File: src/hdl/mips_pkg.sv
`default_nettype none

package mips_pkg;

    typedef logic [31:0] word_t;
    typedef logic [4:0]  reg_addr_t;
    typedef logic [4:0]  shamt_t;
    typedef logic [4:0]  alu_op_t;

    typedef enum logic [2:0] {
        st_fetch,
        st_decode,
        st_execute,
        st_writeback,
        st_halt
    } state_t;

    localparam alu_op_t xor_op  = 5'b00000;
    localparam alu_op_t sll_op  = 5'b00001;
    localparam alu_op_t sllv_op = 5'b11001;
    localparam alu_op_t srl_op  = 5'b00010;
    localparam alu_op_t srlv_op = 5'b11010;
    localparam alu_op_t sra_op  = 5'b00011;
    localparam alu_op_t add_op  = 5'b00100;
    localparam alu_op_t sub_op  = 5'b00101;
    localparam alu_op_t mult_op = 5'b00110;
    localparam alu_op_t div_op  = 5'b00111;
    localparam alu_op_t or_op   = 5'b01000;
    localparam alu_op_t nor_op  = 5'b01001;
    localparam alu_op_t and_op  = 5'b01010;
    localparam alu_op_t slt_op  = 5'b01011;
    localparam alu_op_t jr_op   = 5'b01100;
    localparam alu_op_t beq_op  = 5'b01101;
    localparam alu_op_t bne_op  = 5'b01110;
    localparam alu_op_t blez_op = 5'b01111;
    localparam alu_op_t bgtz_op = 5'b10000;
    localparam alu_op_t bgez_op = 5'b10001;
    localparam alu_op_t lui_op  = 5'b10010;

    localparam logic [5:0] op_rtype  = 6'h00;
    localparam logic [5:0] op_regimm = 6'h01; // rt field 1 selects bgez.
    localparam logic [5:0] op_j      = 6'h02;
    localparam logic [5:0] op_beq    = 6'h04;
    localparam logic [5:0] op_bne    = 6'h05;
    localparam logic [5:0] op_blez   = 6'h06;
    localparam logic [5:0] op_bgtz   = 6'h07;
    localparam logic [5:0] op_addi   = 6'h08;
    localparam logic [5:0] op_addiu  = 6'h09;
    localparam logic [5:0] op_slti   = 6'h0a;
    localparam logic [5:0] op_andi   = 6'h0c;
    localparam logic [5:0] op_ori    = 6'h0d;
    localparam logic [5:0] op_xori   = 6'h0e;
    localparam logic [5:0] op_lui    = 6'h0f;

    localparam logic [5:0] fn_sll     = 6'h00;
    localparam logic [5:0] fn_srl     = 6'h02;
    localparam logic [5:0] fn_sra     = 6'h03;
    localparam logic [5:0] fn_sllv    = 6'h04;
    localparam logic [5:0] fn_srlv    = 6'h06;
    localparam logic [5:0] fn_jr      = 6'h08;
    localparam logic [5:0] fn_syscall = 6'h0c;
    localparam logic [5:0] fn_mult    = 6'h18;
    localparam logic [5:0] fn_div     = 6'h1a;
    localparam logic [5:0] fn_add     = 6'h20;
    localparam logic [5:0] fn_addu    = 6'h21;
    localparam logic [5:0] fn_sub     = 6'h22;
    localparam logic [5:0] fn_subu    = 6'h23;
    localparam logic [5:0] fn_and     = 6'h24;
    localparam logic [5:0] fn_or      = 6'h25;
    localparam logic [5:0] fn_xor     = 6'h26;
    localparam logic [5:0] fn_nor     = 6'h27;
    localparam logic [5:0] fn_slt     = 6'h2a;

    localparam word_t reset_pc = 32'h0000_0000;

endpackage

`default_nettype wire

File: src/hdl/reg_file.sv
`timescale 1ns/1ps
`default_nettype none

module reg_file (
    input  logic                clk,
    input  logic                rst_n,
    input  mips_pkg::reg_addr_t rs_addr,
    input  mips_pkg::reg_addr_t rt_addr,
    input  logic                wb_en,
    input  mips_pkg::reg_addr_t wb_addr,
    input  mips_pkg::word_t     wb_data,
    output mips_pkg::word_t     rs_data,
    output mips_pkg::word_t     rt_data
);
    import mips_pkg::*;

    word_t regs [32];

    always_ff @(posedge clk)
    begin
        if (!rst_n)
        begin
            for (int i = 0; i < 32; i++)
            begin
                regs[i] <= '0;
            end
        end
        else if (wb_en && (wb_addr != '0))
        begin
            regs[wb_addr] <= wb_data; // writes to $zero are dropped.
        end
    end

    assign rs_data = (rs_addr == '0) ? '0 : regs[rs_addr];
    assign rt_data = (rt_addr == '0) ? '0 : regs[rt_addr];

endmodule

`default_nettype wire

File: config.mk
export PLATFORM = sky130hd
export DESIGN_NAME = reg_file
export DESIGN_NICKNAME = d
export VERILOG_FILES = /design/src/hdl/mips_pkg.sv /design/src/hdl/reg_file.sv
export SDC_FILE = /design/constraint.sdc
export NUM_CORES = 2
export LEC_CHECK = 0
export ABC_AREA = 0
export BUFFER_PORTS_ARGS = -buffer_cell sky130_fd_sc_hd__buf_4
export CAP_MARGIN = 20
export CORE_MARGIN = 2
export CORE_UTILIZATION = 50
export CTS_CLUSTER_SIZE = 30
export DETAILED_ROUTE_END_ITERATION = 8
export GPL_ROUTABILITY_DRIVEN = 0
export GPL_TIMING_DRIVEN = 0
export PLACE_DENSITY_LB_ADDON = 0.08
export SETUP_SLACK_MARGIN = 0.1
export SLEW_MARGIN = 20
export SYNTH_ARGS = -nofsm -noshare
export SYNTH_HDL_FRONTEND = slang
export SYNTH_SLANG_ARGS = --single-unit
export TNS_END_PERCENT = 10
File: constraint.sdc
create_clock -name clk -period 9.9 [get_ports clk]
set_input_delay 1.485 -clock clk [delete_from_list [all_inputs] [get_ports clk]]
set_output_delay 1.485 -clock clk [all_outputs]
set_load 0.02 [all_outputs]
==> flow_summary.yaml <==
synth:
  yosys-top-cells-count: "1024 x edfxtp_1, 996 x and2_1, 470 x mux4_2"
  yosys_warnings: 0
  syn_avg_cell_area_um2: 15.45
  postSynthCellCount: 3509
  synth_most_common_cell: "edfxtp_1"
  synth_top_area_share_pct: 56.73
  yosysSeqAreaShare_pct: 56.73
  synth.largest_area_cell: "edfxtp_1"
  synth_area_leaders: "edfxtp_1 57%, mux4_2 20%, and2_1 11%"
  synth_cell_types: 41
  synth.ff_latch_count: 1024
  synth_ff_type: "edfxtp_1"
  async_reset_ff_share_pct: 0
  netlist_area_um2: 54200
  synth-edff-count: 1024
sta:
  holdWs_ns: 1.087
  hold_viol: 0
  worst_pin_slew_ns: 1.268
  finalSetupViolCount: 0
  min_period_ns: 7.336
  fin_crit_sh_pct: 74.10
  max_freq_mhz: 136.3
  fin_setup_tns_ns: 0
  slew_headroom_pct: 15.44
  rsz0062_at_grt: "no"
  fin_ws_ns: 2.564
  slew_violations: 0
power:
  seqPwrFrac_pct: 46.6
  p_switching_mw: 2.906
  power.density_nw_per_um2: 176.1
  power_frac_comb_pct: 14.2
  vdd_drop_max_v: 0.0001392
  power.leakage_nw: 21.66
  internal_power_mw: 8.128
  p_clk_share_pct: 39.2
  sw_frac_of_total_pct: 26.33
route:
  viasPerCell: 7.058
  drc: 0
  final_antenna_net_count: 0
  dr.pass1.iters: 7
  drt_wl_total_um: 222200
  vias: 37571
  drtIter0Drc: 6082
  drt-wirelength-per-cell_um: 41.74
setup_path:
  cp_cell_sequence: "buf_2 -> buf_2 -> buf_4 -> nand3b_1 -> clkbuf_1 -> o221ai_1 -> a211oi_1 -> nor3_1 -> buf_4"
  critPathKind: "in -> out"
  required_ns: 8.42
  cp_data_arrival_time_ns: 5.85
  cp_max_fo: 10
  slowest_stage: "a211oi_1"
  endpoint_kind: "output pin"
  cp-start-kind: "input port"
  slowest_delay_ns: 0.99
cts:
  numCtsBuffers: 112
  clockBufferDepth: 3
  postCtsSetupRepairBufs: 0
  cts_resized: 0
  cts_tree: "built"
  root_buffer: "clkbuf_16"
  ctsHoldBuffers: 0
  cts.clk_slew.worst_paths_ns: 0.06
  htree_levels: 3
  cts_sinks: 1024
layout:
  regMostFlops: "regs"
  syn_to_final_growth_pct: 15.57
  layout.nets: 3875
  drive_above_1_share_pct: 25.72
  largest_register_ffs: 1024
  reg_top3: "regs x1024"
outcome:
  status: "complete, no violations"
floorplan:
  die_h_um: 333.3
  core.rowCount: 120
  ioPinCount: 114
  start_util_pct: 50.49
  dieArea_um2: 111100
  core_region_area_um2: 107400
  dieWidth_um: 333.3
place:
  io_buffers: 107
  dp_hpwl_um: 155300
  dp_slack_ns: 2.963
grt:
  overflow: 0
  antenna_found_initial: 7
  grt_max_degree: 33
  grtUsageTotal_pct: 39.92
  use_met1_pct: 50.14
  gr-usage-met2_pct: 58.13
  first_global_vias: 37655
  grt_pass1_wl_um: 300400
  grt_util_met3_pct: 14.33
  grt.busiest_layer: "met2"
min_path:
  hold_path.class: "in -> reg"
  hold_depth: 2
job:
  cap_violations: 0
## cells in the final DEF, fill, tap and decap left out, drive strengths merged, types with 15 or more instances in the layout
cell type and count:
o22ai 79, nor3 54, conb 32, and2 996, nor2b 15, o221ai 27
o21ai 33, a211oi 34, a22o 51, mux4 470, a2111oi 29, mux2i 154
edfxtp 1024, buf 284, clkbuf 408, clkinv 46, nor2 36, bufinv 15
mux2 30, a22oi 18
## through the flow
step                util [%]  power (mW)  instances  instance area (um^2)
floorplan                  -       5.994       3540                 54320
global placement       52.98       6.633       5050                 56880
detailed placement     54.88       6.731       5113                 58910
CTS                    58.31       10.94       5318                 62600
global route           58.35       11.19       5319                 62640
finish                 58.35       11.03       5323                 62650
## power groups by stage
stage | Sequential [mW] | Clock, mW | Combinational [mW]
floorplan | 5.18 | 0 | 0.813
global placement | 5.24 | 0 | 1.39
detailed placement | 5.22 | 0 | 1.51
CTS | 5.13 | 4.30 | 1.51
global route | 5.16 | 4.46 | 1.57
finish | 5.14 | 4.33 | 1.56
## cells by family (layout without fill, tap and decap cells)
group | Yosys count | after routing | synth area share, %
AND/OR/NAND/NOR | 1149 | 1149 | 12.97
flip-flops | 1024 | 1024 | 56.73
buffers and inverters | 390 | 766 | 3.333
multiplexers | 654 | 654 | 23.00
other | 1 | 36 | 0.006918
AO/OA/AOI/OAI | 291 | 291 | 3.961
## cell type report
cell class | instances | area (um^2)
Sequential cell | 1024 | 30750
Tap cell | 1403 | 1755
Clock inverter | 72 | 744.5
Antenna cell | 4 | 10.01
Multi-Input combinational cell | 2126 | 22130
Buffer | 388 | 1826
Fill cell | 8140 | 44710
Inverter | 2 | 10.01
Clock buffer | 133 | 2945
Timing Repair Buffer | 171 | 2474
## path summary, 6_finish.rpt
path | from | endpoint | slack (ns)
hold / removal | wb_data[30] | regs[5][30]$_SDFFCE_PN0P_ | 1.09
setup / recovery | rt_addr[2] | rt_data[13] | 2.56
## layer usage
metal,up-vias,wire length (um)
met5,-,136
met4,8,17960
met3,729,31490
met2,3306,96520
met1,19249,76080
li1,14279,-
## worst max-delay path: cells and delay by family
family,cells,cell delay (ns)
compound gates,2,1.22
buf+inv,5,2.01
simple gates,2,1.09
Note: power is estimated with default switching activity, not from simulation.
