==> config.mk <==
export PLATFORM = sky130hd
export DESIGN_NAME = alu
export DESIGN_NICKNAME = d
export VERILOG_FILES = /design/src/hdl/mips_pkg.sv /design/src/hdl/alu.sv
export SDC_FILE = /design/constraint.sdc
export NUM_CORES = 2
export LEC_CHECK = 0
export ABC_AREA = 1
export CORE_MARGIN = 3
export CORE_UTILIZATION = 40
export DETAILED_ROUTE_END_ITERATION = 10
export DONT_BUFFER_PORTS = 1
export PLACE_DENSITY_LB_ADDON = 0.08
export SYNTH_ARGS = -nofsm -noshare
export SYNTH_HDL_FRONTEND = slang
export SYNTH_SLANG_ARGS = --single-unit
==> constraint.sdc <==
create_clock -name vclk -period 75.8
set_input_delay 3.79 -clock vclk [all_inputs]
set_output_delay 3.79 -clock vclk [all_outputs]
set_load 0.03 [all_outputs]
==> src/hdl/mips_pkg.sv <==
`default_nettype none

package mips_pkg;

    typedef logic [31:0] word_t;
    typedef logic [4:0]  reg_addr_t;
    typedef logic [4:0]  shamt_t;
    typedef logic [4:0]  alu_op_t;

    typedef enum logic [2:0] {
        st_fetch,
        st_decode,
        st_execute,
        st_writeback,
        st_halt
    } state_t;

    localparam alu_op_t xor_op  = 5'b00000;
    localparam alu_op_t sll_op  = 5'b00001;
    localparam alu_op_t sllv_op = 5'b11001;
    localparam alu_op_t srl_op  = 5'b00010;
    localparam alu_op_t srlv_op = 5'b11010;
    localparam alu_op_t sra_op  = 5'b00011;
    localparam alu_op_t add_op  = 5'b00100;
    localparam alu_op_t sub_op  = 5'b00101;
    localparam alu_op_t mult_op = 5'b00110;
    localparam alu_op_t div_op  = 5'b00111;
    localparam alu_op_t or_op   = 5'b01000;
    localparam alu_op_t nor_op  = 5'b01001;
    localparam alu_op_t and_op  = 5'b01010;
    localparam alu_op_t slt_op  = 5'b01011;
    localparam alu_op_t jr_op   = 5'b01100;
    localparam alu_op_t beq_op  = 5'b01101;
    localparam alu_op_t bne_op  = 5'b01110;
    localparam alu_op_t blez_op = 5'b01111;
    localparam alu_op_t bgtz_op = 5'b10000;
    localparam alu_op_t bgez_op = 5'b10001;
    localparam alu_op_t lui_op  = 5'b10010;

    localparam logic [5:0] op_rtype  = 6'h00;
    localparam logic [5:0] op_regimm = 6'h01; // rt field 1 selects bgez.
    localparam logic [5:0] op_j      = 6'h02;
    localparam logic [5:0] op_beq    = 6'h04;
    localparam logic [5:0] op_bne    = 6'h05;
    localparam logic [5:0] op_blez   = 6'h06;
    localparam logic [5:0] op_bgtz   = 6'h07;
    localparam logic [5:0] op_addi   = 6'h08;
    localparam logic [5:0] op_addiu  = 6'h09;
    localparam logic [5:0] op_slti   = 6'h0a;
    localparam logic [5:0] op_andi   = 6'h0c;
    localparam logic [5:0] op_ori    = 6'h0d;
    localparam logic [5:0] op_xori   = 6'h0e;
    localparam logic [5:0] op_lui    = 6'h0f;

    localparam logic [5:0] fn_sll     = 6'h00;
    localparam logic [5:0] fn_srl     = 6'h02;
    localparam logic [5:0] fn_sra     = 6'h03;
    localparam logic [5:0] fn_sllv    = 6'h04;
    localparam logic [5:0] fn_srlv    = 6'h06;
    localparam logic [5:0] fn_jr      = 6'h08;
    localparam logic [5:0] fn_syscall = 6'h0c;
    localparam logic [5:0] fn_mult    = 6'h18;
    localparam logic [5:0] fn_div     = 6'h1a;
    localparam logic [5:0] fn_add     = 6'h20;
    localparam logic [5:0] fn_addu    = 6'h21;
    localparam logic [5:0] fn_sub     = 6'h22;
    localparam logic [5:0] fn_subu    = 6'h23;
    localparam logic [5:0] fn_and     = 6'h24;
    localparam logic [5:0] fn_or      = 6'h25;
    localparam logic [5:0] fn_xor     = 6'h26;
    localparam logic [5:0] fn_nor     = 6'h27;
    localparam logic [5:0] fn_slt     = 6'h2a;

    localparam word_t reset_pc = 32'h0000_0000;

endpackage

`default_nettype wire

==> src/hdl/alu.sv <==
`timescale 1ns/1ps
`default_nettype none

module alu (
    input  mips_pkg::alu_op_t alu_op,
    input  mips_pkg::word_t   data_in1,
    input  mips_pkg::word_t   data_in2,
    input  mips_pkg::word_t   imm_value,
    input  logic              use_imm,
    input  mips_pkg::shamt_t  shamt,
    output mips_pkg::word_t   data_out,
    output logic              zero
);
    import mips_pkg::*;

    word_t  op_b;
    shamt_t var_shamt;

    assign op_b      = use_imm ? imm_value : data_in2;
    assign var_shamt = data_in1[4:0]; // variable shifts take rs modulo 32.

    always_comb
    begin
        case (alu_op)
            xor_op:  data_out = data_in1 ^ op_b;
            sll_op:  data_out = op_b << shamt;
            sllv_op: data_out = op_b << var_shamt;
            srl_op:  data_out = op_b >> shamt;
            srlv_op: data_out = op_b >> var_shamt;
            sra_op:  data_out = word_t'($signed(op_b) >>> shamt);
            add_op:  data_out = data_in1 + op_b;
            sub_op:  data_out = data_in1 - op_b;
            mult_op: data_out = data_in1 * op_b; // only the low word is kept.
            div_op:  data_out = data_in1 % op_b; // unsigned remainder.
            or_op:   data_out = data_in1 | op_b;
            nor_op:  data_out = ~(data_in1 | op_b);
            and_op:  data_out = data_in1 & op_b;
            slt_op:  data_out = word_t'($signed(data_in1) < $signed(op_b));
            lui_op:  data_out = {op_b[15:0], 16'h0000};
            beq_op:  data_out = word_t'(data_in1 == op_b);
            bne_op:  data_out = word_t'(data_in1 != op_b);
            blez_op:
            begin
                data_out = word_t'(data_in1[31] || (data_in1 == '0));
            end
            bgtz_op:
            begin
                data_out = word_t'(!data_in1[31] && (data_in1 != '0));
            end
            bgez_op: data_out = word_t'(!data_in1[31]);
            jr_op:   data_out = '0; // the jump target is taken from rs by the pc logic.
            default: data_out = '0;
        endcase
    end

    // Branches are taken when the result is nonzero, so the zero flag clear means taken.
    assign zero = (data_out == '0);

endmodule

`default_nettype wire

==> results by stage <==
GRT:
- The pin count of the biggest net entering global routing is 65.
- The via count of the first global-routing pass came to 60621.
- The total congestion overflow is 0.
- The global-route wire length before repair is 388 mm.
- Global routing used 33.9% of the available tracks across all layers.
- The initial antenna violation count is 15.

Logic synthesis:
- By area the synthesized netlist is led by nand2_1 18%, ha_1 16%, fa_1 14%, inv_1 10%, a21oi_1 6.1%.
- The largest area contributor in the netlist is nand2_1.
- The gate count of the mapped netlist is 9650.
- Ranked by instance count, the synthesized netlist is headed by 2722 x nand2_1, 1546 x inv_1, 750 x ha_1.
- The most frequent cell after synthesis is nand2_1.
- The synthesized netlist occupies a cell area of 57900 sq um.
- The portion of synthesized cell area occupied by the leading cell type is 17.6%.
- The number of nets in the synthesized netlist is 10918.
- The synthesis warning total is 0.
- The number of distinct library cells after synthesis is 80.
- The share of the Yosys chip area taken by registers is 0%.
- The synthesized area per cell is 6.00 sq um.

Detailed routing:
- The wire length reported by the detailed router is 269 mm.
- In the routed design, unresolved DRC markers number 0.
- The via count normalized by instance count is 5.63.
- The residual antenna-violating net count after detailed routing is 0.
- Detailed routing inserted a total of 64811 vias.
- The detailed router used layers up to and including met5.
- Dividing the detail-routed wire length by the instance count gives 23.3 um.
- The routed length on met3 is 19.0 mm.
- The routed design uses 121 mm of met2 wire.
- For this block, wires on met1 add up to 116 mm.
- The first-pass iteration count of the detailed router is 6.
- The number of design-rule violations left by the first detailed-router iteration is 5973.

Die:
- The total number of placement rows is 138.
- The floorplan step defined a die boundary enclosing 149000 sq um.
- The floorplan step set the die height to 386 um.
- The initial standard-cell utilization of the core is 40.6%.
- The core region is 143000 sq um.
- The count of pins on the block boundary is 140.
- From left edge to right edge, the die measures 386 um.

Worst setup path:
- Data on the critical path is required at its endpoint by 72.01 ns.
- The worst setup path is of the in -> out kind.
- The worst stage delay on the critical path is 0.54 ns.
- By instance count, the cell type seen most on the critical path is nand2_1.
- The critical path startpoint category is an input port.
- The worst-path cell with the longest stage delay is nor4_1.
- The category of the worst setup path capture point is an output pin.
- The critical path arrival is 67.05 ns.
- In this run the worst path has a maximum fanout of 52.

Timing:
- Derived from the worst setup path, the maximum achievable clock frequency is 14.1 MHz.
- The remaining max-slew budget at the tightest pin is 17.6%.
- The total of endpoints with negative setup slack in the final report is 0.
- The worst path in the final design needs a cycle of 70.84 ns, including I/O delays and setup.
- The share of the cycle needed by the critical path after routing is 93.4%.
- The final number of hold-violating endpoints came to 0.
- The max-slew violation count came to 0.
- The measured slew at the worst slew-check pin is 1.20 ns.
- The aggregate negative setup slack is 0 ns.

Flow run:
- The count of max-cap constraint violations is 0.

Finish:
- For this run, the post-layout net count is 10893.
- Of the cells placed in the final design, the portion with a size suffix greater than 1 is 9.80%.
- The area overhead of the layout relative to synthesis is 9.41%.
- The layout sequential cell count is 0.
- The clock buffer instance count of the final layout is 0.
- Counting the fill cells in the layout gives 15585.
- The register cell area after layout is 0 sq um.
- Summing all multi-input logic gate instances after layout gives 52500 sq um.

Placed design:
- Port buffering added 0 buffers.
- Detailed placement finished with a half-perimeter wire length of 210 mm.
- The final estimated routing congestion in global placement is 1.10.

Clocking:
- The number of hold buffers added after cts is 0.

Hold path:
- The class of the worst hold path is in -> out.
- The worst hold path cell count is 3.

Run status:
- The run finished with clean final reports.
## path summary, 6_finish.rpt
| check | startpoint | slack (ns) | to |
|---|---|---|---|
| max | use_imm | 4.96 | zero |
| min | shamt[4] | 8.03 | data_out[0] |
## cells by family after synthesis
logic type               Yosys count  synth area share [%]
AO/OA/AOI/OAI                   1785                  17.4
multiplexers                      25                 0.432
buffers and inverters           1916                  12.9
adder cells (fa/ha/maj)         1161                  30.4
AND/OR/NAND/NOR                 4299                  31.8
XOR/XNOR                         464                  7.02
## cells in the final DEF (no fill, tap or decap), types with 27 or more instances in the layout
cell type / Yosys / final
a21o_1: 29 / 29
a21oi_1: 710 / 622
a21oi_2: 5 / 91
a31oi_1: 39 / 36
and2_1: 52 / 52
buf_4: 32 / 260
fa_1: 411 / 410
ha_1: 750 / 705
ha_4: 0 / 37
inv_1: 1546 / 1535
nand2_1: 2722 / 2666
nand2_2: 55 / 95
nand2_4: 23 / 38
nand3_1: 364 / 353
nand3_2: 93 / 100
nand4_1: 73 / 73
nor2_1: 659 / 632
nor2_2: 6 / 28
nor3_1: 99 / 81
nor4_1: 51 / 27
o211ai_1: 52 / 52
o21ai_0: 612 / 556
o21ai_1: 65 / 78
o21ai_2: 8 / 37
o21bai_1: 41 / 39
o22ai_1: 33 / 33
or2_2: 70 / 70
xnor2_1: 173 / 173
xor2_1: 291 / 291
## through the flow
step                cell area (sq um)  setup WS (ns)  hold slack, ns  instances  util [%]
floorplan                       57900           7.77            8.03       9650         -
global placement                60400          -2.07            8.01      11414      42.4
detailed placement              60400          -2.26            8.01      11414      42.4
CTS                             60600        0.00728            8.01      11423      42.5
global route                    63300         -0.494            8.07      11513      44.4
finish                          63300           4.96            8.03      11515      44.4
## per-layer routing
layer	GRT usage, %	vias to the layer above
li1	-	30948
met1	45.9	30868
met2	55.3	2495
met3	3.67	492
met4	12.9	8
met5	0	-
## worst max-delay path, delay by kind of cell
family / cells / cell delay [ns]
AND/OR/NAND/NOR: 243 / 29.58
XOR/XNOR: 8 / 1.23
adder cells (fa/ha/maj): 31 / 10.12
AO/OA/AOI/OAI: 93 / 15.41
buffers and inverters: 67 / 6.75
## timing repair
action                     CTS  global route
resized for setup           41           447
cloned                       1            12
setup endpoints to repair   33            33
setup buffers                8            78
pin swaps                    5            89
## area by class of cell
cell class                      count  share of cell area (%)
Multi-Input combinational cell   7741                    82.9
Tap cell                         1890                    3.73
Inverter                         1594                    9.52
Timing Repair Buffer              287                    3.83
Antenna cell                        2                 0.00790
Timing Repair inverter              1                 0.00790
