$ cat config.mk
export PLATFORM = sky130hd
export DESIGN_NAME = pc_counter
export DESIGN_NICKNAME = d
export VERILOG_FILES = /design/src/hdl/mips_pkg.sv /design/src/hdl/pc_counter.sv
export SDC_FILE = /design/constraint.sdc
export NUM_CORES = 1
export LEC_CHECK = 0
export ABC_AREA = 1
export BUFFER_PORTS_ARGS = -buffer_cell sky130_fd_sc_hd__buf_2
export CORE_ASPECT_RATIO = 0.9
export CORE_MARGIN = 10
export CORE_UTILIZATION = 55
export CTS_CLUSTER_DIAMETER = 30
export DETAILED_ROUTE_END_ITERATION = 12
export PLACE_DENSITY = 0.88
export SLEW_MARGIN = 20
export SYNTH_ARGS = -nofsm -noshare
export SYNTH_HDL_FRONTEND = slang
export SYNTH_SLANG_ARGS = --single-unit
$ cat constraint.sdc
create_clock -name clk -period 3.4 [get_ports clk]
set_input_delay 0.68 -clock clk [delete_from_list [all_inputs] [get_ports clk]]
set_output_delay 0.68 -clock clk [all_outputs]
set_load 0.01 [all_outputs]
$ cat src/hdl/mips_pkg.sv
`default_nettype none

package mips_pkg;

    typedef logic [31:0] word_t;
    typedef logic [4:0]  reg_addr_t;
    typedef logic [4:0]  shamt_t;
    typedef logic [4:0]  alu_op_t;

    typedef enum logic [2:0] {
        st_fetch,
        st_decode,
        st_execute,
        st_writeback,
        st_halt
    } state_t;

    localparam alu_op_t xor_op  = 5'b00000;
    localparam alu_op_t sll_op  = 5'b00001;
    localparam alu_op_t sllv_op = 5'b11001;
    localparam alu_op_t srl_op  = 5'b00010;
    localparam alu_op_t srlv_op = 5'b11010;
    localparam alu_op_t sra_op  = 5'b00011;
    localparam alu_op_t add_op  = 5'b00100;
    localparam alu_op_t sub_op  = 5'b00101;
    localparam alu_op_t mult_op = 5'b00110;
    localparam alu_op_t div_op  = 5'b00111;
    localparam alu_op_t or_op   = 5'b01000;
    localparam alu_op_t nor_op  = 5'b01001;
    localparam alu_op_t and_op  = 5'b01010;
    localparam alu_op_t slt_op  = 5'b01011;
    localparam alu_op_t jr_op   = 5'b01100;
    localparam alu_op_t beq_op  = 5'b01101;
    localparam alu_op_t bne_op  = 5'b01110;
    localparam alu_op_t blez_op = 5'b01111;
    localparam alu_op_t bgtz_op = 5'b10000;
    localparam alu_op_t bgez_op = 5'b10001;
    localparam alu_op_t lui_op  = 5'b10010;

    localparam logic [5:0] op_rtype  = 6'h00;
    localparam logic [5:0] op_regimm = 6'h01; // rt field 1 selects bgez.
    localparam logic [5:0] op_j      = 6'h02;
    localparam logic [5:0] op_beq    = 6'h04;
    localparam logic [5:0] op_bne    = 6'h05;
    localparam logic [5:0] op_blez   = 6'h06;
    localparam logic [5:0] op_bgtz   = 6'h07;
    localparam logic [5:0] op_addi   = 6'h08;
    localparam logic [5:0] op_addiu  = 6'h09;
    localparam logic [5:0] op_slti   = 6'h0a;
    localparam logic [5:0] op_andi   = 6'h0c;
    localparam logic [5:0] op_ori    = 6'h0d;
    localparam logic [5:0] op_xori   = 6'h0e;
    localparam logic [5:0] op_lui    = 6'h0f;

    localparam logic [5:0] fn_sll     = 6'h00;
    localparam logic [5:0] fn_srl     = 6'h02;
    localparam logic [5:0] fn_sra     = 6'h03;
    localparam logic [5:0] fn_sllv    = 6'h04;
    localparam logic [5:0] fn_srlv    = 6'h06;
    localparam logic [5:0] fn_jr      = 6'h08;
    localparam logic [5:0] fn_syscall = 6'h0c;
    localparam logic [5:0] fn_mult    = 6'h18;
    localparam logic [5:0] fn_div     = 6'h1a;
    localparam logic [5:0] fn_add     = 6'h20;
    localparam logic [5:0] fn_addu    = 6'h21;
    localparam logic [5:0] fn_sub     = 6'h22;
    localparam logic [5:0] fn_subu    = 6'h23;
    localparam logic [5:0] fn_and     = 6'h24;
    localparam logic [5:0] fn_or      = 6'h25;
    localparam logic [5:0] fn_xor     = 6'h26;
    localparam logic [5:0] fn_nor     = 6'h27;
    localparam logic [5:0] fn_slt     = 6'h2a;

    localparam word_t reset_pc = 32'h0000_0000;

endpackage

`default_nettype wire

$ cat src/hdl/pc_counter.sv
`timescale 1ns/1ps
`default_nettype none

module pc_counter (
    input  logic            clk,
    input  logic            rst_n,
    input  logic            pc_step,
    input  logic            branch,
    input  logic            branch_cond,
    input  logic            jump,
    input  logic            jump_reg,
    input  logic [25:0]     jump_index,
    input  mips_pkg::word_t imm_value,
    input  mips_pkg::word_t rs_data,
    output mips_pkg::word_t pc,
    output mips_pkg::word_t retired
);
    import mips_pkg::*;

    word_t pc_plus4;
    word_t pc_next;

    assign pc_plus4 = pc + 32'd4;

    always_comb
    begin
        if (jump_reg)
            pc_next = rs_data;
        else if (jump)
            pc_next = {pc_plus4[31:28], jump_index, 2'b00};
        else if (branch && branch_cond)
            pc_next = pc_plus4 + {imm_value[29:0], 2'b00}; // no delay slot.
        else
            pc_next = pc_plus4;
    end

    always_ff @(posedge clk)
    begin
        if (!rst_n)
        begin
            pc      <= reset_pc;
            retired <= '0;
        end
        else if (pc_step)
        begin
            pc      <= pc_next;
            retired <= retired + 32'd1;
        end
    end

endmodule

`default_nettype wire

==> impl_metrics.tcl, run 1 <==
set metrics [dict create \
    status "complete, no violations" \
    syn_nets 1265 \
    multi_input_area_mm2 0.004583 \
    numCtsBuffers 9 \
    chipHeight_um 123.6 \
    crit_path_start_kind "flip-flop" \
    regArea_mm2 0.001285 \
    max-clock-path-buffers 2 \
    period_share_pct 92.51 \
    synth.avg_cell_area_um2 5.810 \
    dr_wl_met3_um 2567 \
    cts_tree "yes" \
    final_max_slew_viol_count 0 \
    grt_max_degree 47 \
    total_power_mw 2.459 \
    clk_pin_slew_ns 0.05 \
    endpoint_kind "flip-flop" \
    nNetsFinal 1420 \
    synthArstFlopShare_pct 0 \
    synthToLayoutAreaGrowth_pct 19.45 \
    place_ws_ns 0.2083 \
    wirelength_um 23060 \
    grt_use_total_pct 26.82 \
    irDropWorstVdd_mv 0.3117 \
    yosys.area.top_type "nand2_1" \
    drt_iter0_markers 749 \
    fillers 1092 \
    maxCapViolCount 0 \
    crit_required_ns 3.65 \
    layout_min_cycle_time_ns 3.145 \
    criticalPathCategory "reg -> reg" \
    antenna_found_initial 1 \
    dp_hpwl_um 18510 \
    whs_ns 0.4616 \
    power_density_mw_per_mm2 313.8 \
    grt_pass1_vias 7340 \
    die_w_um 135.1 \
    die_area_mm2 0.01670 \
    ys_seq_area_share_pct 19.53 \
    htreeDepth 3 \
    start_util_pct 56.68 \
    floorplan.rows 37 \
    io_pins 161 \
    drive_gt1_share_pct 18.94 \
    clock_sinks 64 \
    grt_pass1_wl_um 36910 \
    p_leak_nw 4.029 \
    met2_length_um 9937 \
    fin_ws_ns 0.2545 \
    clk_latency_ns 0.33 \
    io_buffers 158 \
    cp_max_fo 5 \
    synth_edf_count 0 \
    syn_inst 1129 \
    crit_arrival_ns 3.40 \
    top_layer "met4" \
    cts-root-buf "clkbuf_16" \
    synthFlopType "dfxtp_1" \
    hold_viol 0 \
    wl_per_cell_um 15.96 \
    vias 7952 \
    vias_per_cell 5.503 \
    grt_overflow_total 0 \
    yosysWarnings 0 \
    min-delay-path-class "reg -> reg" \
    tightestPinTransition_ns 0.9034 \
    ant_nets 0 \
    wl_met1_um 10000 \
    post_cts_buffers 0 \
    core_area_mm2 0.01157 \
    finClkSkew_ns 0.006640 \
    first_pass_iters 5 \
    setup_tns_ns 0 \
    rsz0062_at_grt "false" \
    final-setup-viol-count 0 \
    drc 0 \
    ys_types 46 \
    most-common-layout-cells "nand2_1, inv_1, buf_2, nor2_1, nand3_1" \
    synth_top_area_share_pct 19.80 \
    slew-limit-headroom_pct 39.71 \
    max_freq_mhz 317.9 \
    synth.area.top_cells "nand2_1, dfxtp_1, inv_1" \
    final_common_cell "nand2_1" \
    ys_ff_latch 64 \
    gp_congestion 0.9831 \
    syn-cell-area_mm2 0.006560 \
]
## cells by family after synthesis
group	after synthesis	synth area share [%]
and+or+nand+nor	640	42.65
buffers and inverters	190	11.02
AOI/OAI and AO/OA	168	15.28
DFF	64	19.53
adders and majority gates	39	7.553
xor gates and xnor gates	28	3.967
## through the flow
stage / util, % / instance area, um2 / instances
after floorplan: - / 6560 / 1129
after global placement: 65.05 / 7528 / 1429
after detailed placement: 65.05 / 7528 / 1429
after CTS: 67.42 / 7802 / 1444
after global routing: 67.71 / 7836 / 1445
final: 67.71 / 7836 / 1445
## power by group
| group | internal, mW | switching, mW |
|---|---|---|
| sequential | 0.782 | 0.0488 |
| combinational | 0.286 | 0.481 |
| clock | 0.526 | 0.335 |
| total | 1.59 | 0.865 |
## cells in the mapped netlist, types with 5 or more instances
master	n
o21ai_0	39
nor2_2	6
nand4_1	15
and2_1	6
o21bai_1	10
inv_1	160
or2_2	5
nand3b_1	7
dfxtp_1	64
nand3_1	91
nor3_2	5
nand2_1	346
nor3_1	24
xnor2_1	7
o22ai_1	12
buf_2	8
a21oi_1	75
xor2_1	19
nor2_1	111
ha_1	38
clkbuf_1	16
nand2_2	8
## flip-flops by register name (all words and copies together) (netlist names)
register and cells:
retired 32, pc 32
## timing repair
action                     CTS  global route
resized for setup            0             9
setup endpoints to repair    0             7
hold buffers                 0             0
## path summary, 6_finish.rpt
| path | slack [ns] | startpoint | end | depth (start not counted) |
|---|---|---|---|---|
| max | 0.25 | pc[7] | pc[28] | 17 |
| min | 0.46 | pc[0] | pc[0] | 2 |
| max reg2reg | 0.25 | pc[7] | pc[28] | 17 |
| min reg2reg | 0.46 | pc[0] | pc[0] | 2 |
## worst max-delay path, cell delays in order, from the launching register on
cell and delay, ns:
dfxtp_1 0.44, nand2_1 0.16, nor2_4 0.21, nand2_2 0.11, nor3_2 0.21, xor2_1 0.34
ha_1 0.31, a21oi_1 0.21, o21ai_0 0.19, nand2_1 0.10, nand2_1 0.06, a21oi_1 0.16
nand2_1 0.07, nand2_1 0.06, nand3_1 0.13, nand2_1 0.11, nand2_1 0.07, a21oi_1 0.14
## cell type report
type / count / share of cell area (%)
Sequential cell: 64 / 16.40
Multi-Input combinational cell: 875 / 58.49
Antenna cell: 1 / 0.03193
Timing Repair Buffer: 170 / 11.24
Clock inverter: 3 / 0.2235
Inverter: 164 / 7.856
Clock buffer: 12 / 3.273
Tap cell: 156 / 2.491
## layer usage
layer | vias to the layer above | GRT usage [%]
li1 | 3975 | -
met1 | 3484 | 35.55
met2 | 448 | 41.74
met3 | 45 | 7.287
met4 | 0 | 8.199
met5 | - | 0
(Power assumes the default switching activity.)
==> run 2: changes to the inputs <==
--- a/config.mk
+++ b/config.mk
@@ -12,7 +12,7 @@
 export CORE_UTILIZATION = 55
 export CTS_CLUSTER_DIAMETER = 30
 export DETAILED_ROUTE_END_ITERATION = 12
-export PLACE_DENSITY = 0.88
+export PLACE_DENSITY = 0.83
 export SLEW_MARGIN = 20
 export SYNTH_ARGS = -nofsm -noshare
 export SYNTH_HDL_FRONTEND = slang
==> constraint.sdc (replaced) <==
create_clock -name clk -period 3.4 [get_ports clk]
set_input_delay 0.85 -clock clk [delete_from_list [all_inputs] [get_ports clk]]
set_output_delay 0.85 -clock clk [all_outputs]
set_load 0.01 [all_outputs]
==> run 2 against run 1 <==
  * Sequential power is essentially flat
  * Cell count grew 0.14%
  * Critical path depth grew 1
  * Setup slack lost 0.025 ns
==> impl_metrics.tcl, run 2 (synthesized netlist as in run 1, its figures left out) <==
set metrics [dict create \
    irDropWorstVdd_mv 0.3275 \
    cts-root-buf "clkbuf_16" \
    grt_max_degree 35 \
    cp_max_fo 5 \
    cpMaxStageDelayCell "dfxtp_1" \
    gp_congestion 0.9737 \
    total_power_mw 2.630 \
    htreeDepth 3 \
    status "complete, no violations" \
    vias_per_cell 5.466 \
    synthToLayoutAreaGrowth_pct 20.33 \
    nNetsFinal 1422 \
    numCtsBuffers 9 \
    crit_arrival_ns 3.44 \
    endpoint_kind "flip-flop" \
    layout_min_cycle_time_ns 3.170 \
    comb_power_share_pct 29.3 \
    cp_slowest_stage_delay_ns 0.42 \
    min-delay-path-class "reg -> reg" \
    die_area_mm2 0.01670 \
    wirelength_um 23420 \
    most-common-layout-cells "nand2_1, inv_1, buf_2, nor2_1, nand3_1" \
    power_density_mw_per_mm2 333.1 \
    grt_pass1_wl_um 36850 \
    holdBufCountCts 0 \
    power.internal_mw 1.733 \
    antenna_found_initial 0 \
    drive_gt1_share_pct 19.05 \
    reg_top3 "pc x32, retired x32" \
    final_max_slew_viol_count 0 \
    cts_tree "yes" \
    r2r-start "pc[15]" \
    p_seq_share_pct 31.5 \
    final-instance-count-excl-fill 1447 \
    ant_nets 0 \
    final_common_cell "nand2_1" \
    max-clock-path-buffers 2 \
    slew-limit-headroom_pct 39.12 \
    io_buffers 158 \
    chipHeight_um 123.6 \
    dp_cells 1431 \
    floorplan.rows 37 \
    p_clk_share_pct 39.2 \
    crit_top_cell "nand2_1" \
    core_area_mm2 0.01157 \
    hold_viol 0 \
    grt_use_total_pct 27.14 \
    setup_tns_ns 0 \
    clk_latency_ns 0.34 \
    drc 0 \
    first_pass_iters 7 \
    holdCritStartpoint "pc[1]" \
    clock_sinks 64 \
    final-setup-viol-count 0 \
    start_util_pct 56.68 \
    swShare_pct 34.08 \
    clk_pin_slew_ns 0.06 \
    max_freq_mhz 315.4 \
    crit_path_start_kind "flip-flop" \
    criticalPathCategory "reg -> reg" \
    grt_pass1_vias 7204 \
    maxCapViolCount 0 \
    crit_start "pc[15]" \
    vias 7910 \
    rsz0062_at_grt "false" \
    n_antenna_cell 0 \
    fillers 1147 \
    grt_overflow_total 0 \
    dp_hpwl_um 18890 \
    drt_iter0_markers 939 \
    finClkSkew_ns 0.005435 \
    die_w_um 135.1 \
    io_pins 161 \
    period_share_pct 93.25 \
    p_leak_nw 4.055 \
    crit_required_ns 3.67 \
    wl_per_cell_um 16.18 \
    tightestPinTransition_ns 0.9122 \
    p_sw_mw 0.8963 \
    path_cells "nand2_1 -> nor2_1 -> nand3_2 -> nor3_4 -> nand3_1 -> and2_1 -> ha_1 -> a21oi_1 -> o21ai_0 -> nand2_1 -> nand2_1 -> a21oi_1 -> nand2_1 -> nand2_1 -> nand3_1 -> nand2_1 -> nand2_1 -> a21oi_1" \
]
[run 2: changes by cell type in the layout (fill, tap and decap cells not counted), sizes merged]
cell / before / now
bufinv: 0 / 2
buf: 170 / 172
diode: 1 / 0
clkinv: 2 / 0
clkinvlp: 1 / 3
clkbuf: 12 / 10
inv: 164 / 165
[run 2: final timing paths]
check | slack [ns] | cells after the start | end
worst max-delay path | 0.23 | 18 | pc[28]
worst max register to register | 0.23 | 18 | pc[28]
worst min-delay path | 0.46 | 2 | pc[1]
worst min register to register | 0.46 | 2 | pc[1]
[run 2: critical path, delay by kind of cell (launching register included)]
family                     cells  cell delay (ns)
AOI/OAI and AO/OA              4             0.72
and+or+nand+nor               13             1.66
DFF                            1             0.42
adders and majority gates      1             0.29
[run 2: final cells by class]
cell class                      instances  area (um2)  area share, %
Timing Repair Buffer                  172       895.9          11.35
Sequential cell                        64        1285          16.28
Inverter                              164       615.6          7.798
Tap cell                              156       195.2          2.473
Multi-Input combinational cell        875        4572          57.92
Clock buffer                           10       239.0          3.027
Clock inverter                          6       91.34          1.157
[run 2: what timing repair did]
| item | in CTS | in global routing |
|---|---|---|
| setup endpoints to repair | 0 | 9 |
| setup buffers | 0 | 0 |
| resized for setup | 0 | 6 |
[run 2: power by group through the flow]
stage | logic (mW) | clock network (mW) | registers (mW)
after floorplan | 0.489 | 0 | 0.847
after global placement | 0.737 | 0 | 0.842
after detailed placement | 0.749 | 0 | 0.842
after CTS | 0.754 | 1.03 | 0.826
after global routing | 0.860 | 1.06 | 0.833
final | 0.770 | 1.03 | 0.829
[run 2: per-layer routing]
metal	vias up	share of wire (%)	global-route usage, %
met5	-	0	0
met4	0	1.3	4.839
met1	3514	44	37.32
met3	27	11	7.045
li1	3975	-	-
met2	394	43	42.32
[run 2: metrics by stage]
stage / setup slack, ns / hold WS (ns) / util [%] / instance area [um2]
after floorplan: 0.7604 / 0.4831 / - / 6560
after global placement: 0.2931 / 0.4495 / 65.18 / 7543
after detailed placement: 0.2406 / 0.4584 / 65.18 / 7543
after CTS: 0.2094 / 0.4658 / 68.03 / 7874
after global routing: 0.01784 / 0.4952 / 68.21 / 7894
final: 0.2296 / 0.4603 / 68.21 / 7894
