==> src/hdl/mips_pkg.sv <==
`default_nettype none

package mips_pkg;

    typedef logic [31:0] word_t;
    typedef logic [4:0]  reg_addr_t;
    typedef logic [4:0]  shamt_t;
    typedef logic [4:0]  alu_op_t;

    typedef enum logic [2:0] {
        st_fetch,
        st_decode,
        st_execute,
        st_writeback,
        st_halt
    } state_t;

    localparam alu_op_t xor_op  = 5'b00000;
    localparam alu_op_t sll_op  = 5'b00001;
    localparam alu_op_t sllv_op = 5'b11001;
    localparam alu_op_t srl_op  = 5'b00010;
    localparam alu_op_t srlv_op = 5'b11010;
    localparam alu_op_t sra_op  = 5'b00011;
    localparam alu_op_t add_op  = 5'b00100;
    localparam alu_op_t sub_op  = 5'b00101;
    localparam alu_op_t mult_op = 5'b00110;
    localparam alu_op_t div_op  = 5'b00111;
    localparam alu_op_t or_op   = 5'b01000;
    localparam alu_op_t nor_op  = 5'b01001;
    localparam alu_op_t and_op  = 5'b01010;
    localparam alu_op_t slt_op  = 5'b01011;
    localparam alu_op_t jr_op   = 5'b01100;
    localparam alu_op_t beq_op  = 5'b01101;
    localparam alu_op_t bne_op  = 5'b01110;
    localparam alu_op_t blez_op = 5'b01111;
    localparam alu_op_t bgtz_op = 5'b10000;
    localparam alu_op_t bgez_op = 5'b10001;
    localparam alu_op_t lui_op  = 5'b10010;

    localparam logic [5:0] op_rtype  = 6'h00;
    localparam logic [5:0] op_regimm = 6'h01; // rt field 1 selects bgez.
    localparam logic [5:0] op_j      = 6'h02;
    localparam logic [5:0] op_beq    = 6'h04;
    localparam logic [5:0] op_bne    = 6'h05;
    localparam logic [5:0] op_blez   = 6'h06;
    localparam logic [5:0] op_bgtz   = 6'h07;
    localparam logic [5:0] op_addi   = 6'h08;
    localparam logic [5:0] op_addiu  = 6'h09;
    localparam logic [5:0] op_slti   = 6'h0a;
    localparam logic [5:0] op_andi   = 6'h0c;
    localparam logic [5:0] op_ori    = 6'h0d;
    localparam logic [5:0] op_xori   = 6'h0e;
    localparam logic [5:0] op_lui    = 6'h0f;

    localparam logic [5:0] fn_sll     = 6'h00;
    localparam logic [5:0] fn_srl     = 6'h02;
    localparam logic [5:0] fn_sra     = 6'h03;
    localparam logic [5:0] fn_sllv    = 6'h04;
    localparam logic [5:0] fn_srlv    = 6'h06;
    localparam logic [5:0] fn_jr      = 6'h08;
    localparam logic [5:0] fn_syscall = 6'h0c;
    localparam logic [5:0] fn_mult    = 6'h18;
    localparam logic [5:0] fn_div     = 6'h1a;
    localparam logic [5:0] fn_add     = 6'h20;
    localparam logic [5:0] fn_addu    = 6'h21;
    localparam logic [5:0] fn_sub     = 6'h22;
    localparam logic [5:0] fn_subu    = 6'h23;
    localparam logic [5:0] fn_and     = 6'h24;
    localparam logic [5:0] fn_or      = 6'h25;
    localparam logic [5:0] fn_xor     = 6'h26;
    localparam logic [5:0] fn_nor     = 6'h27;
    localparam logic [5:0] fn_slt     = 6'h2a;

    localparam word_t reset_pc = 32'h0000_0000;

endpackage

`default_nettype wire

==> src/hdl/control_fsm.sv <==
`timescale 1ns/1ps
`default_nettype none

module control_fsm (
    input  logic                clk,
    input  logic                rst_n,
    input  mips_pkg::word_t     instr,
    input  mips_pkg::word_t     alu_result,
    input  logic                zero,
    output mips_pkg::reg_addr_t rs_addr,
    output mips_pkg::reg_addr_t rt_addr,
    output mips_pkg::alu_op_t   alu_op,
    output mips_pkg::shamt_t    shamt,
    output mips_pkg::word_t     imm_value,
    output logic                use_imm,
    output logic                wb_en,
    output mips_pkg::reg_addr_t wb_addr,
    output mips_pkg::word_t     wb_data,
    output logic                pc_step,
    output logic                branch,
    output logic                branch_cond,
    output logic                jump,
    output logic                jump_reg,
    output logic [25:0]         jump_index,
    output logic                halted
);
    import mips_pkg::*;

    state_t     state;
    word_t      ir;
    word_t      result_q;
    logic [5:0] opcode;
    logic [5:0] funct;
    reg_addr_t  dest;
    logic       writes_reg;
    logic       zext;
    logic       is_syscall;

    assign opcode     = ir[31:26];
    assign funct      = ir[5:0];
    assign rs_addr    = ir[25:21];
    assign rt_addr    = ir[20:16];
    assign shamt      = ir[10:6];
    assign jump_index = ir[25:0];
    assign imm_value  = zext ? {16'h0000, ir[15:0]} : {{16{ir[15]}}, ir[15:0]};

    always_comb
    begin
        alu_op     = sll_op;
        use_imm    = 1'b0;
        zext       = 1'b0;
        writes_reg = 1'b0;
        dest       = ir[15:11]; // rd unless an immediate form picks rt.
        branch     = 1'b0;
        jump       = 1'b0;
        jump_reg   = 1'b0;
        is_syscall = 1'b0;
        case (opcode)
            op_rtype:
            begin
                writes_reg = 1'b1;
                case (funct)
                    fn_sll:           alu_op = sll_op;
                    fn_srl:           alu_op = srl_op;
                    fn_sra:           alu_op = sra_op;
                    fn_sllv:          alu_op = sllv_op;
                    fn_srlv:          alu_op = srlv_op;
                    fn_mult:          alu_op = mult_op;
                    fn_div:           alu_op = div_op;
                    fn_add, fn_addu:  alu_op = add_op;
                    fn_sub, fn_subu:  alu_op = sub_op;
                    fn_and:           alu_op = and_op;
                    fn_or:            alu_op = or_op;
                    fn_xor:           alu_op = xor_op;
                    fn_nor:           alu_op = nor_op;
                    fn_slt:           alu_op = slt_op;
                    fn_jr:
                    begin
                        alu_op     = jr_op;
                        writes_reg = 1'b0;
                        jump_reg   = 1'b1;
                    end
                    fn_syscall:
                    begin
                        writes_reg = 1'b0;
                        is_syscall = 1'b1;
                    end
                    default:          writes_reg = 1'b0; // unknown funct retires as a no-op.
                endcase
            end
            op_addi, op_addiu, op_slti, op_andi, op_ori, op_xori, op_lui:
            begin
                use_imm    = 1'b1;
                writes_reg = 1'b1;
                dest       = ir[20:16];
                zext       = (opcode == op_andi) || (opcode == op_ori) || (opcode == op_xori);
                case (opcode)
                    op_slti: alu_op = slt_op;
                    op_andi: alu_op = and_op;
                    op_ori:  alu_op = or_op;
                    op_xori: alu_op = xor_op;
                    op_lui:  alu_op = lui_op;
                    default: alu_op = add_op;
                endcase
            end
            op_beq:
            begin
                alu_op = beq_op;
                branch = 1'b1;
            end
            op_bne:
            begin
                alu_op = bne_op;
                branch = 1'b1;
            end
            op_blez:
            begin
                alu_op = blez_op;
                branch = 1'b1;
            end
            op_bgtz:
            begin
                alu_op = bgtz_op;
                branch = 1'b1;
            end
            op_regimm:
            begin
                alu_op = bgez_op;
                branch = (ir[20:16] == 5'd1); // only bgez is decoded here.
            end
            op_j:    jump = 1'b1;
            default: ;
        endcase
    end

    always_ff @(posedge clk)
    begin
        if (!rst_n)
            state <= st_fetch;
        else
        begin
            case (state)
                st_fetch:     state <= st_decode;
                st_decode:    state <= is_syscall ? st_halt : st_execute;
                st_execute:   state <= st_writeback;
                st_writeback: state <= st_fetch;
                default:      state <= st_halt; // halt holds until reset.
            endcase
        end
    end

    always_ff @(posedge clk)
    begin
        if (!rst_n)
            ir <= '0;
        else if (state == st_fetch)
            ir <= instr;
    end

    always_ff @(posedge clk)
    begin
        if (state == st_execute)
            result_q <= alu_result;
    end

    always_ff @(posedge clk)
    begin
        if (!rst_n)
            branch_cond <= 1'b0;
        else if (state == st_execute)
            branch_cond <= ~zero;
    end

    assign wb_en   = (state == st_writeback) && writes_reg;
    assign wb_addr = dest;
    assign wb_data = result_q;
    assign pc_step = (state == st_writeback);
    assign halted  = (state == st_halt);

endmodule

`default_nettype wire

==> config.mk <==
export PLATFORM = sky130hd
export DESIGN_NAME = control_fsm
export DESIGN_NICKNAME = d
export VERILOG_FILES = /design/src/hdl/mips_pkg.sv /design/src/hdl/control_fsm.sv
export SDC_FILE = /design/constraint.sdc
export NUM_CORES = 1
export LEC_CHECK = 0
export ABC_AREA = 1
export BUFFER_PORTS_ARGS = -buffer_cell sky130_fd_sc_hd__buf_4
export CORE_MARGIN = 10
export CORE_UTILIZATION = 44
export DETAILED_ROUTE_END_ITERATION = 8
export GPL_TIMING_DRIVEN = 0
export HOLD_SLACK_MARGIN = 0.02
export PLACE_DENSITY = 0.84
export SLEW_MARGIN = 30
export SYNTH_ARGS = -nofsm -noshare
export SYNTH_HDL_FRONTEND = slang
export SYNTH_SLANG_ARGS = --single-unit
export TNS_END_PERCENT = 20
==> constraint.sdc <==
create_clock -name clk -period 4.9 [get_ports clk]
set_input_delay 0.49 -clock clk [delete_from_list [all_inputs] [get_ports clk]]
set_output_delay 0.49 -clock clk [all_outputs]
set_load 0.01 [all_outputs]
==> impl_metrics.env <==
export IMPL_power_switching_share=0.2899
export IMPL_ff_latch_area_sq_um=1682
export IMPL_status="finished, final reports clean"
export IMPL_first_pass_grt_wire_length_microns=16550
export IMPL_comb_power_share=0.296
export IMPL_vias=3214
export IMPL_cts_post_setup_buffers_inserted=0
export IMPL_worstSetupStartpointType="register"
export IMPL_number_of_global_route_vias_before_repair=3223
export IMPL_fin_hold_ws_ns=0.3270
export IMPL_finalCriticalPeriod_ns=2.427
export IMPL_coreArea_sq_um=7331
export IMPL_worstPathMaxFanout=16
export IMPL_die_width_microns=107.1
export IMPL_leakagePower_nw=2.583
export IMPL_yosysWarningCount=0
export IMPL_seq_power_share=0.405
export IMPL_clock_latency_ns=0.34
export IMPL_tns_setup_ns=0
export IMPL_post_drt_wl_per_cell_microns=15.68
export IMPL_worst_slew_pin_tran_ns=0.5105
export IMPL_final_fill_count=582
export IMPL_syn_num_nets=446
export IMPL_grt_setup_unrepaired="no"
export IMPL_detailedRoute_firstPassIterationCount=6
export IMPL_drt_antenna_violating_nets=0
export IMPL_timing_slew_headroom=0.6589
export IMPL_port_buffers=189
export IMPL_post_synth_top_area_cell="sky130_fd_sc_hd__edfxtp_1"
export IMPL_fp_dieH_microns=107.1
export IMPL_first_iter_violations=202
export IMPL_grt_use_total=0.1803
export IMPL_worst_clock_skew_ns=0.01301
export IMPL_postCtsHoldBufs=0
export IMPL_timing_final_setup_violations=0
export IMPL_final_period_utilization=0.4953
export IMPL_syn_to_final_growth_pct=53.58
export IMPL_netlist_area_sq_um=3337
export IMPL_final_report_hold_violation_count=0
export IMPL_fin_nets=647
export IMPL_power_share_clock=0.299
export IMPL_worst_ep_arrival_time_ns=1.94
export IMPL_slew_viol_final=0
export IMPL_netSwitchingPower_w=0.0004880
export IMPL_cts_repair_resized=0
export IMPL_cts_sink_count=68
export IMPL_total_clock_buffers_created_by_cts=9
export IMPL_yosys_register_bits=68
export IMPL_root_buffer="sky130_fd_sc_hd__clkbuf_8"
export IMPL_detail_route_vias_per_cell=4.699
export IMPL_dpl_hpwl_microns=8905
export IMPL_post_route_drc_count=0
export IMPL_cp_data_required_time_ns=4.41
export IMPL_placed_area_sq_um=4902
export IMPL_max_clock_freq_mhz=412.1
export IMPL_cap_viol_max_count=0
export IMPL_cts_htree_levels=3
export IMPL_overflow=0
export IMPL_design_area_sq_um=5125
export IMPL_pwr_density_cell_nw_per_um2=328.5
export IMPL_die_area_sq_um=11470
export IMPL_path_clk_slew_ns=0.08
export IMPL_io_pins=190
export IMPL_critPathKind="reg2out"
export IMPL_clk_path_buf_depth=2
export IMPL_place_congestion=0.9259
export IMPL_multi_input_comb_area_sq_um=965.9
export IMPL_clock_tree_from_tritoncts="done"
export IMPL_synthTopCellsByArea="sky130_fd_sc_hd__edfxtp_1 29%, sky130_fd_sc_hd__dfxtp_1 22%, sky130_fd_sc_hd__buf_4 16%, sky130_fd_sc_hd__nor2_1 6.5%, sky130_fd_sc_hd__o21ai_0 5.7%"
export IMPL_ir_worst_vdd_v=0.0001825
export IMPL_antenna_cells_inserted=0
export IMPL_syn_avg_cell_area_sq_um=8.805
export IMPL_grt_antenna_before_repair=0
export IMPL_grt_start_max_net_pins=20
export IMPL_drt_wl_total_microns=10720
export IMPL_critPathCaptureType="primary output"
export IMPL_synth_cell_types=31
export IMPL_number_of_placement_rows=31
export IMPL_syn_instance_count=379
export IMPL_internal_pwr_total_w=0.001195
export IMPL_initial_core_util=0.4552
export IMPL_hold_class="in2reg"
export IMPL_post_route_cells_drive_above_1_share=0.5060
export IMPL_ys_seq_area_frac=0.5039
export IMPL_area_share_of_the_largest_cell_type_after_synthesis=0.2880
-- cells in the mapped netlist --
| library cell | n |
|---|---|
| sky130_fd_sc_hd__o211ai_1 | 1 |
| sky130_fd_sc_hd__a21oi_2 | 1 |
| sky130_fd_sc_hd__o21ai_0 | 38 |
| sky130_fd_sc_hd__o41ai_1 | 1 |
| sky130_fd_sc_hd__nand2_1 | 31 |
| sky130_fd_sc_hd__nand2b_4 | 1 |
| sky130_fd_sc_hd__nand2_2 | 2 |
| sky130_fd_sc_hd__inv_1 | 29 |
| sky130_fd_sc_hd__edfxtp_1 | 32 |
| sky130_fd_sc_hd__clkbuf_1 | 3 |
| sky130_fd_sc_hd__a21oi_1 | 22 |
| sky130_fd_sc_hd__o2111ai_1 | 1 |
| sky130_fd_sc_hd__buf_4 | 72 |
| sky130_fd_sc_hd__o211a_1 | 1 |
| sky130_fd_sc_hd__nand4_2 | 1 |
| sky130_fd_sc_hd__o31ai_1 | 1 |
| sky130_fd_sc_hd__nor2_4 | 2 |
| sky130_fd_sc_hd__inv_2 | 2 |
| sky130_fd_sc_hd__dfxtp_1 | 36 |
| sky130_fd_sc_hd__nor3_4 | 1 |
| sky130_fd_sc_hd__nor2_1 | 58 |
| sky130_fd_sc_hd__o21ai_1 | 3 |
| sky130_fd_sc_hd__nor3_1 | 6 |
| sky130_fd_sc_hd__nand3b_1 | 1 |
| sky130_fd_sc_hd__buf_2 | 5 |
| sky130_fd_sc_hd__nor4_1 | 1 |
| sky130_fd_sc_hd__buf_1 | 1 |
| sky130_fd_sc_hd__nand3_1 | 21 |
| sky130_fd_sc_hd__nand4_1 | 2 |
| sky130_fd_sc_hd__nor2_2 | 2 |
| sky130_fd_sc_hd__and3_1 | 1 |
-- logic make-up (layout without fill, tap and decap cells) --
kind of cell	Yosys count	after routing	synth area share
AND/OR/NAND/NOR	130	130	0.1774
flip-flops	68	68	0.5039
buffers and inverters	112	318	0.2088
AO/OA/AOI/OAI	69	69	0.1099
-- metal layers --
metal / vias up / global-route usage / share of wire
li1: 1584 / - / -
met1: 1440 / 0.1915 / 0.37
met2: 174 / 0.3024 / 0.48
met3: 16 / 0.09162 / 0.13
met4: 0 / 0.06190 / 0.019
met5: - / 0 / 0
-- registers in the layout, indices dropped and copies added (netlist names) --
signal,flops
wb_data,32
ir,32
branch_cond,1
state,3
-- cell usage in the layout (no fill, tap or decap), types with 3 or more instances in the layout --
master                     instances
sky130_fd_sc_hd__inv_1            29
sky130_fd_sc_hd__clkbuf_8          9
sky130_fd_sc_hd__o21ai_1           3
sky130_fd_sc_hd__nand2_1          31
sky130_fd_sc_hd__o21ai_0          38
sky130_fd_sc_hd__clkbuf_1          3
sky130_fd_sc_hd__dfxtp_1          36
sky130_fd_sc_hd__buf_2             5
sky130_fd_sc_hd__edfxtp_1         32
sky130_fd_sc_hd__nand3_1          21
sky130_fd_sc_hd__nor3_1            6
sky130_fd_sc_hd__buf_4           261
sky130_fd_sc_hd__nor2_4            3
sky130_fd_sc_hd__a21oi_1          22
sky130_fd_sc_hd__nor2_1           57
-- worst max-delay path, stage by stage (launching register included) --
cell and delay [ns]:
sky130_fd_sc_hd__dfxtp_1 0.36, sky130_fd_sc_hd__nand2_1 0.16, sky130_fd_sc_hd__inv_1 0.10, sky130_fd_sc_hd__o31ai_1 0.34
sky130_fd_sc_hd__inv_1 0.30, sky130_fd_sc_hd__buf_4 0.22, sky130_fd_sc_hd__buf_4 0.14
-- layout make-up --
type	count	area share
buffer	81	0.1133
timing repair buffer	190	0.2798
multi-input combinational	199	0.1885
sequential	68	0.3281
clock buffer	9	0.02417
tap	99	0.02417
inverter	31	0.02271
clock inverter	7	0.01929
-- power by group through the flow --
stage	clock network, W	logic, W	registers [W]
2_1_floorplan	0	0.000265	0.000689
3_3_place_gp	0	0.000490	0.000692
3_5_place_dp	0	0.000503	0.000693
4_1_cts	0.000514	0.000505	0.000681
5_1_grt	0.000538	0.000544	0.000688
6_report	0.000504	0.000499	0.000681
-- path summary, 6_finish.rpt --
path                            start                       end  slack [ns]  depth (start not counted)
setup / recovery  ir[27]$_SDFFE_PN0P_             imm_value[22]        2.47                          6
hold / removal                   zero  branch_cond$_SDFFE_PN0N_        0.33                          2
setup reg to reg  state[2]$_SDFF_PN0_     wb_data[18]$_DFFE_PN_        3.40                          4
hold reg to reg   ir[29]$_SDFFE_PN0P_       ir[29]$_SDFFE_PN0P_        0.52                          2
-- per-stage QoR --
| step | utilization | instances | total power [W] | setup WS, ns |
|---|---|---|---|---|
| finish | 0.6991 | 684 | 0.001683 | 2.473 |
| global placement | 0.6656 | 667 | 0.001182 | 2.063 |
| CTS | 0.6991 | 684 | 0.001700 | 2.443 |
| global route | 0.6991 | 684 | 0.001770 | 2.253 |
| floorplan | - | 379 | 0.0009545 | 2.553 |
| detailed placement | 0.6687 | 668 | 0.001196 | 2.829 |
(Power assumes the default switching activity.)
